--- src/cpuPkg.sv ---
package cpuPkg;

    typedef logic [31:0] word_t;
    typedef logic [4:0] regAddr_t;
    typedef logic [5:0] dataAddr_t;    // word index into the data RAM

    localparam int DATA_WORDS = 64;

    // primary opcodes
    localparam logic [5:0] OPC_SPECIAL = 6'h00;
    localparam logic [5:0] OPC_BEQ = 6'h04;
    localparam logic [5:0] OPC_BNE = 6'h05;
    localparam logic [5:0] OPC_ADDIU = 6'h09;
    localparam logic [5:0] OPC_LW = 6'h23;
    localparam logic [5:0] OPC_SW = 6'h2b;

    // function field of OPC_SPECIAL
    localparam logic [5:0] FN_ADDU = 6'h21;
    localparam logic [5:0] FN_SUBU = 6'h23;
    localparam logic [5:0] FN_AND = 6'h24;
    localparam logic [5:0] FN_OR = 6'h25;

    typedef enum logic [3:0] {
        OP_NOP,    // also anything not implemented
        OP_ADDU,
        OP_SUBU,
        OP_AND,
        OP_OR,
        OP_ADDIU,
        OP_LW,
        OP_SW,
        OP_BEQ,
        OP_BNE
    } decodedOp_t;

    typedef enum logic [1:0] {
        NOFORWARD,
        ALUOUTM,
        RESULTW
    } forward_t;

endpackage

--- src/pipeIntf.sv ---
`timescale 1ns/1ns

interface stageIntf import cpuPkg::*; ();
    logic valid;
    decodedOp_t op;
    regAddr_t rs;
    regAddr_t rt;
    regAddr_t writeReg;
    logic regWrite;
    logic memToReg;
    word_t srcA;
    word_t srcB;    // store data once past execute
    word_t imm;
    word_t aluOut;
    word_t result;

    modport src (output valid, op, rs, rt, writeReg, regWrite, memToReg,
                 srcA, srcB, imm, aluOut, result);
    modport dst (input valid, op, rs, rt, writeReg, regWrite, memToReg,
                 srcA, srcB, imm, aluOut, result);
    modport mon (input valid, op, rs, rt, writeReg, regWrite, memToReg,
                 srcA, srcB, imm, aluOut, result);
endinterface


--- src/memoryStage.sv ---
`timescale 1ns/1ns

module memoryStage import cpuPkg::*; (
    input logic clk,
    input logic arstN,
    stageIntf.dst fromE,
    stageIntf.src toW,
    output logic wbValid,
    output regAddr_t wbReg,
    output word_t wbData
);
    word_t ram [DATA_WORDS];
    dataAddr_t wordIdx;
    word_t readData;
    logic storeM;

    assign wordIdx = fromE.aluOut[7:2];
    assign readData = ram[wordIdx];    // asynchronous read
    assign storeM = fromE.valid && (fromE.op == OP_SW);

    always_ff @(posedge clk or negedge arstN) begin
        if (!arstN) begin
            for (int i = 0; i < DATA_WORDS; i++) begin
                ram[i] <= '0;
            end
        end else if (storeM) begin
            ram[wordIdx] <= fromE.srcB;
        end
    end

    always_ff @(posedge clk or negedge arstN) begin
        if (!arstN) begin
            toW.valid <= 1'b0;
            toW.op <= OP_NOP;
            toW.regWrite <= 1'b0;
            toW.memToReg <= 1'b0;
        end else begin
            toW.valid <= fromE.valid;
            toW.op <= fromE.op;
            toW.regWrite <= fromE.regWrite;
            toW.memToReg <= fromE.memToReg;
        end
    end

    always_ff @(posedge clk) begin
        toW.rs <= fromE.rs;
        toW.rt <= fromE.rt;
        toW.writeReg <= fromE.writeReg;
        toW.srcA <= fromE.srcA;
        toW.srcB <= fromE.srcB;
        toW.imm <= fromE.imm;
        toW.aluOut <= fromE.aluOut;
        toW.result <= fromE.memToReg ? readData : fromE.aluOut;
    end

    assign wbValid = toW.valid && toW.regWrite && (toW.writeReg != '0);
    assign wbReg = toW.writeReg;
    assign wbData = toW.result;

    storeAddrKnown: assert property (@(posedge clk) disable iff (!arstN)
        storeM |-> !$isunknown(fromE.aluOut[7:2]));

endmodule

--- src/flat_wrapper.sv ---
// flat-port wrapper written by rule: the top's interface ports become plain ports
module memoryStage_flat import cpuPkg::*;
  (clk, arstN, wbValid, wbReg, wbData, fromE_valid, fromE_op, fromE_rs, fromE_rt, fromE_writeReg, fromE_regWrite, fromE_memToReg, fromE_srcA, fromE_srcB, fromE_imm, fromE_aluOut, fromE_result, toW_valid, toW_op, toW_rs, toW_rt, toW_writeReg, toW_regWrite, toW_memToReg, toW_srcA, toW_srcB, toW_imm, toW_aluOut, toW_result);
  stageIntf fromE_i ();
  stageIntf toW_i ();
  input logic clk;
  input logic arstN;
  output logic wbValid;
  output regAddr_t wbReg;
  output word_t wbData;
  input wire logic [$bits(fromE_i.valid)-1:0] fromE_valid;
  input wire logic [$bits(fromE_i.op)-1:0] fromE_op;
  input wire logic [$bits(fromE_i.rs)-1:0] fromE_rs;
  input wire logic [$bits(fromE_i.rt)-1:0] fromE_rt;
  input wire logic [$bits(fromE_i.writeReg)-1:0] fromE_writeReg;
  input wire logic [$bits(fromE_i.regWrite)-1:0] fromE_regWrite;
  input wire logic [$bits(fromE_i.memToReg)-1:0] fromE_memToReg;
  input wire logic [$bits(fromE_i.srcA)-1:0] fromE_srcA;
  input wire logic [$bits(fromE_i.srcB)-1:0] fromE_srcB;
  input wire logic [$bits(fromE_i.imm)-1:0] fromE_imm;
  input wire logic [$bits(fromE_i.aluOut)-1:0] fromE_aluOut;
  input wire logic [$bits(fromE_i.result)-1:0] fromE_result;
  output wire logic [$bits(toW_i.valid)-1:0] toW_valid;
  output wire logic [$bits(toW_i.op)-1:0] toW_op;
  output wire logic [$bits(toW_i.rs)-1:0] toW_rs;
  output wire logic [$bits(toW_i.rt)-1:0] toW_rt;
  output wire logic [$bits(toW_i.writeReg)-1:0] toW_writeReg;
  output wire logic [$bits(toW_i.regWrite)-1:0] toW_regWrite;
  output wire logic [$bits(toW_i.memToReg)-1:0] toW_memToReg;
  output wire logic [$bits(toW_i.srcA)-1:0] toW_srcA;
  output wire logic [$bits(toW_i.srcB)-1:0] toW_srcB;
  output wire logic [$bits(toW_i.imm)-1:0] toW_imm;
  output wire logic [$bits(toW_i.aluOut)-1:0] toW_aluOut;
  output wire logic [$bits(toW_i.result)-1:0] toW_result;
  assign fromE_i.valid = fromE_valid;
  assign fromE_i.op = fromE_op;
  assign fromE_i.rs = fromE_rs;
  assign fromE_i.rt = fromE_rt;
  assign fromE_i.writeReg = fromE_writeReg;
  assign fromE_i.regWrite = fromE_regWrite;
  assign fromE_i.memToReg = fromE_memToReg;
  assign fromE_i.srcA = fromE_srcA;
  assign fromE_i.srcB = fromE_srcB;
  assign fromE_i.imm = fromE_imm;
  assign fromE_i.aluOut = fromE_aluOut;
  assign fromE_i.result = fromE_result;
  assign toW_valid = toW_i.valid;
  assign toW_op = toW_i.op;
  assign toW_rs = toW_i.rs;
  assign toW_rt = toW_i.rt;
  assign toW_writeReg = toW_i.writeReg;
  assign toW_regWrite = toW_i.regWrite;
  assign toW_memToReg = toW_i.memToReg;
  assign toW_srcA = toW_i.srcA;
  assign toW_srcB = toW_i.srcB;
  assign toW_imm = toW_i.imm;
  assign toW_aluOut = toW_i.aluOut;
  assign toW_result = toW_i.result;
  memoryStage u_core (.clk(clk), .arstN(arstN), .fromE(fromE_i), .toW(toW_i), .wbValid(wbValid), .wbReg(wbReg), .wbData(wbData));
endmodule
--- config.mk ---
export PLATFORM = sky130hd
export DESIGN_NAME = memoryStage_flat
export DESIGN_NICKNAME = d
export VERILOG_FILES = /design/src/cpuPkg.sv /design/src/pipeIntf.sv /design/src/memoryStage.sv /design/src/flat_wrapper.sv
export SDC_FILE = /design/constraint.sdc
export NUM_CORES = 2
export LEC_CHECK = 0
export ABC_AREA = 1
export BUFFER_PORTS_ARGS = -buffer_cell sky130_fd_sc_hd__buf_2
export CORE_ASPECT_RATIO = 0.9
export CORE_MARGIN = 5
export CORE_UTILIZATION = 35
export DETAILED_ROUTE_END_ITERATION = 8
export PLACE_DENSITY_LB_ADDON = 0.1
export SLEW_MARGIN = 0
export SYNTH_ARGS = -nofsm -noshare
export SYNTH_HDL_FRONTEND = slang
export SYNTH_SLANG_ARGS = --single-unit
--- constraint.sdc ---
create_clock -name clk -period 1.6 [get_ports clk]
set_input_delay 0.32 -clock clk [delete_from_list [all_inputs] [get_ports clk]]
set_output_delay 0.32 -clock clk [all_outputs]
set_load 0.01 [all_outputs]
**After elaboration in Yosys (flattened, before gate mapping)**

Cells that the tools add are included.

- Bits in registers: 2230
- Bits of input ports: 184
- Output and inout port bits: 220

- Magnitude comparators: 2
- Equality and inequality tests: 1
- Mux-type cells: 7
- Bitwise logic cells: 1
- Reductions and logical operators: 5

Operators by type and width:

| kind | count |
|---|---|
| $bwmux 2048 | 1 |
| $bmux 32 s6 | 1 |
| $demux 32 s6 | 1 |
| $mux 32 | 4 |
| $ge 7x7->1 const B | 1 |
| $lt 7x1->1 const B | 1 |
| $not 6->7 | 1 |
| $reduce_bool 5->1 | 1 |
| $eq 4x3->1 const B | 1 |
| $logic_and 1x1->1 | 4 |

**Depth between registers and ports, before layout**

- Depth in word-level cells: 6
- Mapped depth: 17
- Gate-level depth less buffers: 13

**Least setup slack after synthesis**

OpenSTA, ideal clock, no wires.

- Path type: input -> register
- Start point: input fromE_aluOut[2]
- End point: register u_core.toW.result[30] (netlist bit)
- Setup time: 0.109 ns
- Arrival: 1.921 ns
- Required time: 1.491 ns
- Path slack: -0.430 ns
- Stages: 13
- Cell sequence: buf_2 -> buf_2 -> clkbuf_1 -> clkbuf_1 -> nand2_1 -> nand3_1 -> nand2_1 -> o21ai_0 -> nand2_1 -> nor2_1 -> nand3_1 -> nand2_1 -> inv_1

- Cells in the longest elaborated chain, start to end: 5

RTL lines:

| item | RTL line | RTL |
|---|---|---|
| start, declared | flat_wrapper.sv:21 | `input wire logic [$bits(fromE_i.aluOut)-1:0] fromE_aluOut;` |
| $not 6->7 (implied by the code) | memoryStage.sv:18 | `assign readData = ram[wordIdx];` |
| $bmux 32 s6 | memoryStage.sv:18 |  |
| $mux 32 (implied by the code) (2 in series) | memoryStage.sv:18 |  |
| $mux 32 | memoryStage.sv:53 | `toW.result <= fromE.memToReg ? readData : fromE.aluOut;` |
| end signal, assigned | memoryStage.sv:53 |  |
| end, declared | pipeIntf.sv:18 | `srcA, srcB, imm, aluOut, result);` |

No other way between the ends. The select of a mux whose other input is x is not followed.
A chain may end at the register's enable or synchronous reset.

**Worst setup path after layout**

- Start point: register u_core.toW.writeReg[3]
- End point: output wbValid

- Cells in the longest elaborated chain, start to end: 2

RTL lines:

| item | RTL line | RTL |
|---|---|---|
| start, declared | pipeIntf.sv:17 | `modport src (output valid, op, rs, rt, writeReg, regWrite, memToReg,` |
| $reduce_bool 5->1 | memoryStage.sv:56 | `assign wbValid = toW.valid && toW.regWrite && (toW.writeReg != '0);` |
| $logic_and 1x1->1 | memoryStage.sv:56 |  |
| end, declared | flat_wrapper.sv:8 | `output logic wbValid;` |

No other way between the ends.

==> impl_metrics.env <==
export IMPL_cts_tree="yes"
export IMPL_slew_headroom_pct=49.3
export IMPL_std_cell_rows=186
export IMPL_critPathTopFamily="simple AND/OR/NAND/NOR gates"
export IMPL_htree_levels=5
export IMPL_ir_drop_uv=831
export IMPL_gp_congestion=0.845
export IMPL_maxCapViolCount=0
export IMPL_track_usage_pct=24.4
export IMPL_ys_seq_area_share_pct=54.9
export IMPL_leakagePower_nw=64.1
export IMPL_power_density_nw_per_um2=1030
export IMPL_crit_arrival_ps=1960
export IMPL_p_seq_share_pct=44.6
export IMPL_clock_latency_ps=850
export IMPL_final_core_util_pct=44.2
export IMPL_drc=0
export IMPL_min_period_over_period_pct=143
export IMPL_drt_iter0_drc=8329
export IMPL_netSwitchingPower_mw=31.8
export IMPL_path_clk_slew_ps=60
export IMPL_final_area_sq_um=126000
export IMPL_cts_sinks=2230
export IMPL_violations="setup timing"
export IMPL_required_ps=1280
export IMPL_grt_pass1_vias=87100
export IMPL_dp_hpwl_microns=238000
export IMPL_vias_per_cell=4.98
export IMPL_fin_tns_setup_ps=-4060
export IMPL_dpl_instance_area_sq_um=113000
export IMPL_wl_per_cell_microns=20.5
export IMPL_hold_path_class="in -> reg"
export IMPL_crit_path_start_kind="register"
export IMPL_syn_cell_area_sq_um=100000
export IMPL_hold_viol_final=0
export IMPL_ys_ff_latch=2230
export IMPL_postLayoutSetupSlackWorst_ps=-685
export IMPL_wl_microns=369000
export IMPL_period_needed_ps=2280
export IMPL_die_y_microns=517
export IMPL_fin_hold_ws_ps=90.5
export IMPL_power_clock_fraction_pct=47.8
export IMPL_power_mw=130
export IMPL_synth_nets=13600
export IMPL_internal_power_mw=98.0
export IMPL_grt_pass1_wl_microns=563000
export IMPL_p_sw_share_pct=24.5
export IMPL_antenna_found_initial=18
export IMPL_worst_pin_slew_ps=759
export IMPL_synth_cells=13400
export IMPL_dr_pass1_iters=9
export IMPL_path_buf_inv=2
export IMPL_clockRootBuffer="clkbuf_16"
export IMPL_syn2layout_area_growth_pct=25.7
export IMPL_dieArea_sq_um=297000
export IMPL_crit_slowest_cell="or3_1"
export IMPL_crit_chain="or3_1 > o311ai_1 > inv_1 > buf_2"
export IMPL_via_count=89800
export IMPL_final_nets=14300
export IMPL_grt_setup_unrepaired="true"
export IMPL_core_sq_um=285000
export IMPL_yosys_warnings=0
export IMPL_comb_power_share_pct=7.6
export IMPL_setup_viol=78
export IMPL_clock_path_buffers=4
export IMPL_dieWidth_microns=574
export IMPL_detail_route_antenna_nets=0
export IMPL_critPathKind="reg -> out"
export IMPL_crit_path_max_fanout=2
export IMPL_critPathMaxStageDelay_ps=360
export IMPL_cp_end_kind="output port"
export IMPL_drive_above_1_share_pct=15.3
export IMPL_cts_made_buffers=271
export IMPL_drv_slew=0
export IMPL_num_io_pins=404
export IMPL_syn_mean_instance_area_sq_um=7.45
export IMPL_fmax_ghz=0.438
export IMPL_status="finished with violations"
export IMPL_synthDistinctLibCells=27
export IMPL_initial_core_util_pct=35.1
export IMPL_grt_max_degree=106
export IMPL_port_buffers=371
export IMPL_overflow=0
export IMPL_skew_ps=30.2
cell usage in the layout, fill, tap and decap left out, drive strengths merged, types with 14 or more instances in the layout:
cell type	n
o21ai	2061
or2	29
clkbuf	409
inv	127
dfxtp	175
a21oi	16
nand3	53
buf	1270
dfrtp	2055
nand2	7775
nor2	82
clkinv	41
bufinv	14
dlygate4sd3	150
state kept, by name (all words and copies together), names as in the netlist:
register / cells
u_core.toW.writeReg: 5
u_core.toW.valid: 1
u_core.ram: 2048
u_core.toW.rs: 5
u_core.toW.srcA: 32
u_core.toW.regWrite: 1
u_core.toW.srcB: 32
u_core.toW.op: 4
u_core.toW.rt: 5
u_core.toW.imm: 32
u_core.toW.aluOut: 32
u_core.toW.memToReg: 1
u_core.toW.result: 32
synthesized netlist by cell type:
cell | number | share of area, %
inv_1 | 87 | 0.33
dfxtp_1 | 175 | 3.5
o211ai_1 | 2 | 0.015
nand4_2 | 1 | 0.012
nand2_1 | 7767 | 29
nor3_1 | 4 | 0.020
nand2_2 | 8 | 0.050
buf_1 | 46 | 0.17
nor2_1 | 82 | 0.31
nand3_1 | 53 | 0.26
nand4_1 | 4 | 0.025
clkbuf_1 | 911 | 3.4
or3_1 | 1 | 0.0063
dfrtp_1 | 2055 | 51
clkinv_1 | 33 | 0.12
o21ai_0 | 1832 | 9.2
o311ai_0 | 1 | 0.0087
nand3b_1 | 1 | 0.0075
buf_2 | 53 | 0.26
inv_2 | 2 | 0.0075
or2_2 | 29 | 0.18
nor4_4 | 6 | 0.13
buf_4 | 38 | 0.28
o21ai_1 | 229 | 1.1
a21oi_1 | 16 | 0.080
a21boi_0 | 1 | 0.0075
nor3_2 | 2 | 0.020
area by class of cell:
cell class	instances	area (sq um)
multi-input cells	10000	41900
repair buffers	1420	14800
fillers	28500	159000
clock inverters	66	767
clock buffers	409	8110
inverters	122	500
diodes	5	12.5
well taps	3760	4700
flip-flops and latches	2230	55100
per-stage QoR:
step                      cells  setup slack (ps)
after floorplan           13400              -322
after global placement    17400             -1170
after detailed placement  17400             -1120
after CTS                 18000              -747
after global routing      18100              -763
final                     18100              -685
layer usage:
layer	GRT usage, %	vias up	routed length [microns]
met1	35.0	43600	172000
met3	2.95	453	20300
li1	-	43200	-
met5	0	-	0
met4	6.42	0	10100
met2	39.3	2587	167000
worst min-delay path, stage by stage:
cell and delay [ps]:
buf_2 150, inv_1 90, buf_4 130, nand2_1 80
nand2_4 90, inv_2 30
repair_timing:
action,in CTS,in global routing
endpoints found under the hold margin,1272,0
hold buffers,150,0
buffers inserted,3,14
setup endpoints to repair,251,396
pin swaps,25,115
resized for setup,300,296
path summary, 6_finish.rpt:
kind                                   startpoint  cells past startpoint                    to  slack, ps
max                        u_core.toW.writeReg[3]                      4               wbValid       -680
min reg2reg                      u_core.ram[1310]                      2      u_core.ram[1310]        480
max in group asynchronous                   arstN                      3      u_core.ram[1232]        600
min in group asynchronous                   arstN                      3      u_core.ram[1035]        210
min                               fromE_aluOut[6]                      6  u_core.toW.result[6]         90
max reg2reg                      u_core.ram[2022]                     12  u_core.toW.result[6]         20
cell families (layout without fill, tap and decap cells):
kind of cell | Yosys count | count (layout) | share of synthesized area, %
simple gates | 7958 | 7958 | 30.1
other cells | 0 | 5 | 0
flops | 2230 | 2230 | 54.9
compound gates | 2081 | 2081 | 10.4
buf+inv | 1170 | 2017 | 4.59
power by group through the flow:
stage	Sequential [mW]	Clock (mW)	Combinational, mW
3_5_place_dp	58.9	0	9.30
4_1_cts	57.9	63.8	9.82
3_3_place_gp	58.9	0	9.25
2_1_floorplan	58.9	0	3.32
5_1_grt	58.0	65.9	10.7
6_report	57.9	62.0	9.85
Power figures use the tool's default switching activity.
