File: config.mk
export PLATFORM = sky130hd
export DESIGN_NAME = hazard_flat
export DESIGN_NICKNAME = d
export VERILOG_FILES = /design/src/cpuPkg.sv /design/src/pipeIntf.sv /design/src/hazard.sv /design/src/flat_wrapper.sv
export SDC_FILE = /design/constraint.sdc
export NUM_CORES = 1
export LEC_CHECK = 0
export BUFFER_PORTS_ARGS = -buffer_cell sky130_fd_sc_hd__buf_2
export CAP_MARGIN = 15
export CORE_AREA = 2 2 223 225
export DETAILED_ROUTE_END_ITERATION = 10
export DIE_AREA = 0 0 225 227
export GPL_TIMING_DRIVEN = 0
export MAX_ROUTING_LAYER = met4
export PLACE_DENSITY = 0.3
export SYNTH_ARGS = -nofsm -noshare
export SYNTH_HDL_FRONTEND = slang
export SYNTH_SLANG_ARGS = --single-unit
File: constraint.sdc
create_clock -name vclk -period 2.3
set_clock_uncertainty 0.1 [all_clocks]
set_input_delay 0.46 -clock vclk [all_inputs]
set_output_delay 0.46 -clock vclk [all_outputs]
set_load 0.1 [all_outputs]
File: src/cpuPkg.sv
package cpuPkg;

    typedef logic [31:0] word_t;
    typedef logic [4:0] regAddr_t;
    typedef logic [5:0] dataAddr_t;    // word index into the data RAM

    localparam int DATA_WORDS = 64;

    // primary opcodes
    localparam logic [5:0] OPC_SPECIAL = 6'h00;
    localparam logic [5:0] OPC_BEQ = 6'h04;
    localparam logic [5:0] OPC_BNE = 6'h05;
    localparam logic [5:0] OPC_ADDIU = 6'h09;
    localparam logic [5:0] OPC_LW = 6'h23;
    localparam logic [5:0] OPC_SW = 6'h2b;

    // function field of OPC_SPECIAL
    localparam logic [5:0] FN_ADDU = 6'h21;
    localparam logic [5:0] FN_SUBU = 6'h23;
    localparam logic [5:0] FN_AND = 6'h24;
    localparam logic [5:0] FN_OR = 6'h25;

    typedef enum logic [3:0] {
        OP_NOP,    // also anything not implemented
        OP_ADDU,
        OP_SUBU,
        OP_AND,
        OP_OR,
        OP_ADDIU,
        OP_LW,
        OP_SW,
        OP_BEQ,
        OP_BNE
    } decodedOp_t;

    typedef enum logic [1:0] {
        NOFORWARD,
        ALUOUTM,
        RESULTW
    } forward_t;

endpackage

File: src/pipeIntf.sv
`timescale 1ns/1ns

interface stageIntf import cpuPkg::*; ();
    logic valid;
    decodedOp_t op;
    regAddr_t rs;
    regAddr_t rt;
    regAddr_t writeReg;
    logic regWrite;
    logic memToReg;
    word_t srcA;
    word_t srcB;    // store data once past execute
    word_t imm;
    word_t aluOut;
    word_t result;

    modport src (output valid, op, rs, rt, writeReg, regWrite, memToReg,
                 srcA, srcB, imm, aluOut, result);
    modport dst (input valid, op, rs, rt, writeReg, regWrite, memToReg,
                 srcA, srcB, imm, aluOut, result);
    modport mon (input valid, op, rs, rt, writeReg, regWrite, memToReg,
                 srcA, srcB, imm, aluOut, result);
endinterface

interface hazardIntf import cpuPkg::*; ();
    logic stallF;
    logic stallD;
    logic flushE;
    forward_t forwardAD;
    forward_t forwardBD;
    forward_t forwardAE;
    forward_t forwardBE;
    logic instrOk;

    modport hazard (output stallF, stallD, flushE, forwardAD, forwardBD, forwardAE, forwardBE,
                    input instrOk);
    modport stage (input stallF, stallD, flushE, forwardAD, forwardBD, forwardAE, forwardBE,
                   output instrOk);
endinterface

File: src/hazard.sv
`timescale 1ns/1ns

module hazard import cpuPkg::*; (
    hazardIntf.hazard hz,
    stageIntf.mon recE,
    stageIntf.mon recM,
    stageIntf.mon recW,
    input regAddr_t rsD,
    input regAddr_t rtD,
    input logic isBranchD
);
    logic writesE;
    logic writesM;
    logic writesW;
    logic matchE;
    logic matchM;
    logic lwStall;
    logic branchStall;
    logic stall;

    // register 0 never counts as a destination
    assign writesE = recE.valid && recE.regWrite && (recE.writeReg != '0);
    assign writesM = recM.valid && recM.regWrite && (recM.writeReg != '0);
    assign writesW = recW.valid && recW.regWrite && (recW.writeReg != '0);

    assign matchE = writesE && ((recE.writeReg == rsD) || (recE.writeReg == rtD));
    assign matchM = writesM && ((recM.writeReg == rsD) || (recM.writeReg == rtD));

    assign lwStall = matchE && recE.memToReg;
    // no execute source for branch operands, so the branch waits
    assign branchStall = isBranchD && (matchE || (matchM && recM.memToReg));
    assign stall = lwStall || branchStall || !hz.instrOk;

    assign hz.stallF = stall;
    assign hz.stallD = stall;
    assign hz.flushE = stall;

    always_comb begin
        hz.forwardAD = NOFORWARD;
        hz.forwardBD = NOFORWARD;
        hz.forwardAE = NOFORWARD;
        hz.forwardBE = NOFORWARD;
        if (writesM && recM.writeReg == rsD) begin
            hz.forwardAD = ALUOUTM;
        end
        if (writesM && recM.writeReg == rtD) begin
            hz.forwardBD = ALUOUTM;
        end
        if (writesM && recM.writeReg == recE.rs) begin
            hz.forwardAE = ALUOUTM;
        end else if (writesW && recW.writeReg == recE.rs) begin
            hz.forwardAE = RESULTW;
        end
        if (writesM && recM.writeReg == recE.rt) begin
            hz.forwardBE = ALUOUTM;
        end else if (writesW && recW.writeReg == recE.rt) begin
            hz.forwardBE = RESULTW;
        end
    end

endmodule

File: src/flat_wrapper.sv
// flat-port wrapper written by rule: the top's interface ports become plain ports
module hazard_flat import cpuPkg::*;
  (rsD, rtD, isBranchD, hz_stallF, hz_stallD, hz_flushE, hz_forwardAD, hz_forwardBD, hz_forwardAE, hz_forwardBE, hz_instrOk, recE_valid, recE_op, recE_rs, recE_rt, recE_writeReg, recE_regWrite, recE_memToReg, recE_srcA, recE_srcB, recE_imm, recE_aluOut, recE_result, recM_valid, recM_op, recM_rs, recM_rt, recM_writeReg, recM_regWrite, recM_memToReg, recM_srcA, recM_srcB, recM_imm, recM_aluOut, recM_result, recW_valid, recW_op, recW_rs, recW_rt, recW_writeReg, recW_regWrite, recW_memToReg, recW_srcA, recW_srcB, recW_imm, recW_aluOut, recW_result);
  hazardIntf hz_i ();
  stageIntf recE_i ();
  stageIntf recM_i ();
  stageIntf recW_i ();
  input regAddr_t rsD;
  input regAddr_t rtD;
  input logic isBranchD;
  output wire logic [$bits(hz_i.stallF)-1:0] hz_stallF;
  output wire logic [$bits(hz_i.stallD)-1:0] hz_stallD;
  output wire logic [$bits(hz_i.flushE)-1:0] hz_flushE;
  output wire logic [$bits(hz_i.forwardAD)-1:0] hz_forwardAD;
  output wire logic [$bits(hz_i.forwardBD)-1:0] hz_forwardBD;
  output wire logic [$bits(hz_i.forwardAE)-1:0] hz_forwardAE;
  output wire logic [$bits(hz_i.forwardBE)-1:0] hz_forwardBE;
  input wire logic [$bits(hz_i.instrOk)-1:0] hz_instrOk;
  input wire logic [$bits(recE_i.valid)-1:0] recE_valid;
  input wire logic [$bits(recE_i.op)-1:0] recE_op;
  input wire logic [$bits(recE_i.rs)-1:0] recE_rs;
  input wire logic [$bits(recE_i.rt)-1:0] recE_rt;
  input wire logic [$bits(recE_i.writeReg)-1:0] recE_writeReg;
  input wire logic [$bits(recE_i.regWrite)-1:0] recE_regWrite;
  input wire logic [$bits(recE_i.memToReg)-1:0] recE_memToReg;
  input wire logic [$bits(recE_i.srcA)-1:0] recE_srcA;
  input wire logic [$bits(recE_i.srcB)-1:0] recE_srcB;
  input wire logic [$bits(recE_i.imm)-1:0] recE_imm;
  input wire logic [$bits(recE_i.aluOut)-1:0] recE_aluOut;
  input wire logic [$bits(recE_i.result)-1:0] recE_result;
  input wire logic [$bits(recM_i.valid)-1:0] recM_valid;
  input wire logic [$bits(recM_i.op)-1:0] recM_op;
  input wire logic [$bits(recM_i.rs)-1:0] recM_rs;
  input wire logic [$bits(recM_i.rt)-1:0] recM_rt;
  input wire logic [$bits(recM_i.writeReg)-1:0] recM_writeReg;
  input wire logic [$bits(recM_i.regWrite)-1:0] recM_regWrite;
  input wire logic [$bits(recM_i.memToReg)-1:0] recM_memToReg;
  input wire logic [$bits(recM_i.srcA)-1:0] recM_srcA;
  input wire logic [$bits(recM_i.srcB)-1:0] recM_srcB;
  input wire logic [$bits(recM_i.imm)-1:0] recM_imm;
  input wire logic [$bits(recM_i.aluOut)-1:0] recM_aluOut;
  input wire logic [$bits(recM_i.result)-1:0] recM_result;
  input wire logic [$bits(recW_i.valid)-1:0] recW_valid;
  input wire logic [$bits(recW_i.op)-1:0] recW_op;
  input wire logic [$bits(recW_i.rs)-1:0] recW_rs;
  input wire logic [$bits(recW_i.rt)-1:0] recW_rt;
  input wire logic [$bits(recW_i.writeReg)-1:0] recW_writeReg;
  input wire logic [$bits(recW_i.regWrite)-1:0] recW_regWrite;
  input wire logic [$bits(recW_i.memToReg)-1:0] recW_memToReg;
  input wire logic [$bits(recW_i.srcA)-1:0] recW_srcA;
  input wire logic [$bits(recW_i.srcB)-1:0] recW_srcB;
  input wire logic [$bits(recW_i.imm)-1:0] recW_imm;
  input wire logic [$bits(recW_i.aluOut)-1:0] recW_aluOut;
  input wire logic [$bits(recW_i.result)-1:0] recW_result;
  assign hz_stallF = hz_i.stallF;
  assign hz_stallD = hz_i.stallD;
  assign hz_flushE = hz_i.flushE;
  assign hz_forwardAD = hz_i.forwardAD;
  assign hz_forwardBD = hz_i.forwardBD;
  assign hz_forwardAE = hz_i.forwardAE;
  assign hz_forwardBE = hz_i.forwardBE;
  assign hz_i.instrOk = hz_instrOk;
  assign recE_i.valid = recE_valid;
  assign recE_i.op = recE_op;
  assign recE_i.rs = recE_rs;
  assign recE_i.rt = recE_rt;
  assign recE_i.writeReg = recE_writeReg;
  assign recE_i.regWrite = recE_regWrite;
  assign recE_i.memToReg = recE_memToReg;
  assign recE_i.srcA = recE_srcA;
  assign recE_i.srcB = recE_srcB;
  assign recE_i.imm = recE_imm;
  assign recE_i.aluOut = recE_aluOut;
  assign recE_i.result = recE_result;
  assign recM_i.valid = recM_valid;
  assign recM_i.op = recM_op;
  assign recM_i.rs = recM_rs;
  assign recM_i.rt = recM_rt;
  assign recM_i.writeReg = recM_writeReg;
  assign recM_i.regWrite = recM_regWrite;
  assign recM_i.memToReg = recM_memToReg;
  assign recM_i.srcA = recM_srcA;
  assign recM_i.srcB = recM_srcB;
  assign recM_i.imm = recM_imm;
  assign recM_i.aluOut = recM_aluOut;
  assign recM_i.result = recM_result;
  assign recW_i.valid = recW_valid;
  assign recW_i.op = recW_op;
  assign recW_i.rs = recW_rs;
  assign recW_i.rt = recW_rt;
  assign recW_i.writeReg = recW_writeReg;
  assign recW_i.regWrite = recW_regWrite;
  assign recW_i.memToReg = recW_memToReg;
  assign recW_i.srcA = recW_srcA;
  assign recW_i.srcB = recW_srcB;
  assign recW_i.imm = recW_imm;
  assign recW_i.aluOut = recW_aluOut;
  assign recW_i.result = recW_result;
  hazard u_core (.hz(hz_i), .recE(recE_i), .recM(recM_i), .recW(recW_i), .rsD(rsD), .rtD(rtD), .isBranchD(isBranchD));
endmodule
After elaboration in Yosys (flattened, before gate mapping) --
Index checks and enable logic that the tools add are counted.
Storage, ports and cells: flip-flop bits (word level) 0, bits in latches 0, bits in writable memories 0, bits in read-only memories 0, bits of input ports 558, output and inout bits 11, logic and storage cells 40, memories kept 0
Cells by class: $add $sub $neg 0, multipliers 0, divide/modulo/power cells 0, $lt $le $gt $ge 0, equal/unequal tests 8, shifts and indexed selects 0, muxes and demuxes 6, bitwise logic cells 0, reductions and logical operators 26
Operators with widths (count):
- 5-bit == test | 8
- 1-bit logical AND | 17
- 5-bit nonzero test | 3
- 2-bit 2-to-1 mux | 4
- 1-bit logical OR | 5
- 1-bit 2-to-1 mux | 2
- 1-bit logical NOT | 1

Depth between registers and ports, before layout --
depth in word-level cells 8, gate-level depth with buffers 7, gate-level depth less buffers 5

Least setup slack after synthesis --
No wires, ideal clock.
path type input-to-output, start in recM_writeReg[4], end out hz_stallD, arrival 5.559 ns, data required time 1.740 ns, setup slack -3.819 ns, stages 7, cell sequence clkbuf_1 -> xnor2_1 -> nand3_1 -> nor3_1 -> a31oi_1 -> o311ai_0 -> buf_4
On the way: word-level cells in the longest chain between the ends 8, elaborated cells on any way between the ends 11, classes of those cells eq/ne: 2; reduce/logical: 9
Ends and longest elaborated chain:
- from (decl) | RTL line flat_wrapper.sv:35 | input wire logic [$bits(recM_i.writeReg)-1:0] recM_writeReg;
- 5-bit == test / 5-bit nonzero test (equally long branches) | RTL line hazard.sv:27, hazard.sv:23
- 1-bit logical OR / 1-bit logical AND (equally long branches) | RTL line hazard.sv:27, hazard.sv:23
- 1-bit logical AND (*) | RTL line hazard.sv:27 | assign matchM = writesM && ((recM.writeReg == rsD) || (recM.writeReg == rtD));
- 1-bit logical AND (*) | RTL line hazard.sv:31 | assign branchStall = isBranchD && (matchE || (matchM && recM.memToReg));
- 1-bit logical OR (*) | RTL line hazard.sv:31
- 1-bit logical AND (*) | RTL line hazard.sv:31
- 1-bit logical OR (*) (2 in series) | RTL line hazard.sv:32 | assign stall = lwStall || branchStall || !hz.instrOk;
- to (decl) | RTL line flat_wrapper.sv:12 | output wire logic [$bits(hz_i.stallD)-1:0] hz_stallD;
Every way passes the cells marked *; elsewhere a longest branch is shown, timed or not.

Worst setup path in the final report --
start in recM_writeReg[0], end out hz_flushE
On the way: word-level cells in the longest chain between the ends 8, elaborated cells on any way between the ends 11, classes of those cells eq/ne: 2; reduce/logical: 9
Ends and longest elaborated chain:
- 5-bit == test / 5-bit nonzero test (equally long branches) | RTL line hazard.sv:27, hazard.sv:23
- 1-bit logical OR / 1-bit logical AND (equally long branches) | RTL line hazard.sv:27, hazard.sv:23
- 1-bit logical AND (*) | RTL line hazard.sv:27
- 1-bit logical AND (*) | RTL line hazard.sv:31
- 1-bit logical OR (*) | RTL line hazard.sv:31
- 1-bit logical AND (*) | RTL line hazard.sv:31
- 1-bit logical OR (*) (2 in series) | RTL line hazard.sv:32
- to (decl) | RTL line flat_wrapper.sv:13 | output wire logic [$bits(hz_i.flushE)-1:0] hz_flushE;
Marked as above.

==> out/metrics.yaml <==
placement:
  dp.final_hpwl_mm: 5.331
  gp_congestion: 0.5938
  post_dp_cell_area_mm2: 0.001826
  place_ws_ns: -0.5633
  io_buffers: 49
layout:
  nClkBuffers: 0
  fin_nets: 696
  seq_cells: 0
  design_area_mm2: 0.002062
  finish.utilization_pct: 4.248
  syn_to_final_growth_pct: 220.6
  regArea_um2: 0
  final_layout_size_suffix_gt1_share_pct: 58.82
logic_synthesis:
  ys_seq_area_share_pct: 0
  synth_cells: 80
  syn-cell-area_um2: 643.1
  yosysUniqueCellTypes: 22
  synth_top_area_share_pct: 32.68
  post_synth.cell_area_avg_um2: 8.039
  yosysMostFrequentCell: "xor2_1"
  yosysWarnings: 0
  synthTopCellsByArea: "xor2_1 33%, xnor2_1 23%, nor4_2 7.8%"
  synth_common_cells: "24 x xor2_1, 17 x xnor2_1, 5 x nand3_1, 5 x nor3_1"
  synth_top_area_cell: "xor2_1"
sta:
  layout_min_cycle_time_ns: 2.522
  max_freq_ghz: 0.3965
  finalHoldViolCount: 0
  rsz0062_at_grt: "true"
  post-route-period-util_pct: 109.6
  fin_tns_setup_ns: -1.286
  setup_slack_ns: -0.2218
  setup_viol: 8
  timing.hold.ws_ns: 1.298
  drv_slew: 0
power:
  power_leakage_nw: 0.5564
  power.density_mw_per_mm2: 134.1
  ir_drop_mv: 0.04220
detailed_routing:
  num_vias: 789
  routedWlPerCell_um: 7.182
  drc: 0
  via_per_inst: 1.026
  final_antenna_net_count: 0
  first_pass_iters: 4
  routed_wl_mm: 5.523
  drt_iter0_markers: 7
floorplanning:
  core_mm2: 0.04855
  row_count: 81
  start_util_pct: 1.325
  io_pins: 569
  die_x_um: 225
  fp.dieH_um: 227
  die_area_mm2: 0.05108
setup_path:
  critical_path_class: "primary input to output port"
  start_kind: "primary input"
  arrival_ns: 1.96
  worstPathMaxFanout: 4
  required_ns: 1.74
  end_kind: "output port"
min_path:
  worstHoldPathType: "primary input to output port"
global_route:
  grtUsageTotal_pct: 2.189
  grt_pass1_wl_mm: 7.189
  antenna_found_initial: 15
  grt_overflow: 0
  grt_max_degree: 7
  grt_pass1_vias: 817
clocking:
  cts_hold_buf: 0
job:
  max_cap_violations: 0
outcome:
  failed_checks: "setup timing"
  status: "complete, but fails checks"
-- per-layer routing --
layer	part of all wire (%)	vias to the layer above	GRT usage (%)
li1	-	403	-
met2	45	33	3.365
met5	0	-	-
met4	0	0	0
met1	32	353	2.093
met3	23	0	2.142
-- critical path, stage by stage --
cell	delay (ns)
buf_12	0.11
or4_4	0.54
o211ai_4	0.22
buf_6	0.14
o311ai_4	0.14
buf_4	0.19
buf_12	0.16
-- power breakdown --
| group | switching, mW | internal (mW) | total, mW |
|---|---|---|---|
| Sequential | 0 | 0 | 0 |
| Clock | 0 | 0.000000641 | 0.000000641 |
| Combinational | 0.153 | 0.124 | 0.276 |
-- worst paths after layout --
kind / from / depth (start not counted) / endpoint / slack [ns]
min: hz_instrOk / 4 / hz_stallF / 1.30
max: recM_writeReg[0] / 7 / hz_flushE / -0.22
-- what timing repair did --
| item | CTS | global route |
|---|---|---|
| endpoints found under the setup margin | 9 | 9 |
| setup buffers | 4 | 3 |
| pin swaps | 4 | 2 |
| resized for setup | 31 | 11 |
| endpoints found under the hold margin | 0 | 0 |
-- cells in the final DEF (no fill, tap or decap), drive strengths merged --
cell type | Yosys | routed
buf | 7 | 62
xor2 | 24 | 24
xnor2 | 17 | 17
diode | 0 | 11
nor4 | 5 | 5
nand3 | 5 | 5
nor3 | 5 | 5
or4 | 4 | 4
o211ai | 3 | 3
conb | 1 | 2
clkbuf | 2 | 2
a31oi | 1 | 1
nand2 | 1 | 1
nor2 | 1 | 1
a21oi | 1 | 1
o21ai | 1 | 1
o311ai | 1 | 1
and4bb | 1 | 1
-- per-stage QoR --
step / power (mW) / cells
after global placement: 0.2506 / 752
after global routing: 0.2998 / 769
final: 0.2765 / 769
after detailed placement: 0.2524 / 752
after floorplan: 0.1663 / 81
after CTS: 0.2741 / 755
-- logic make-up (layout without fill, tap and decap cells) --
| kind of cell | Yosys count | count (layout) | share of synthesized area (%) |
|---|---|---|---|
| compound gates | 7 | 7 | 9.532 |
| xor+xnor | 41 | 41 | 55.84 |
| buf+inv | 9 | 64 | 9.145 |
| other cells | 1 | 13 | 0.5831 |
| simple gates | 22 | 22 | 24.90 |
-- layout make-up --
type / instances / area, um^2
well taps: 622 / 778.2
diodes: 11 / 27.53
multi-input cells: 72 / 700.7
plain buffers: 9 / 136.4
fillers: 5690 / 46480
repair buffers: 55 / 419.2
(Power assumes the default switching activity.)
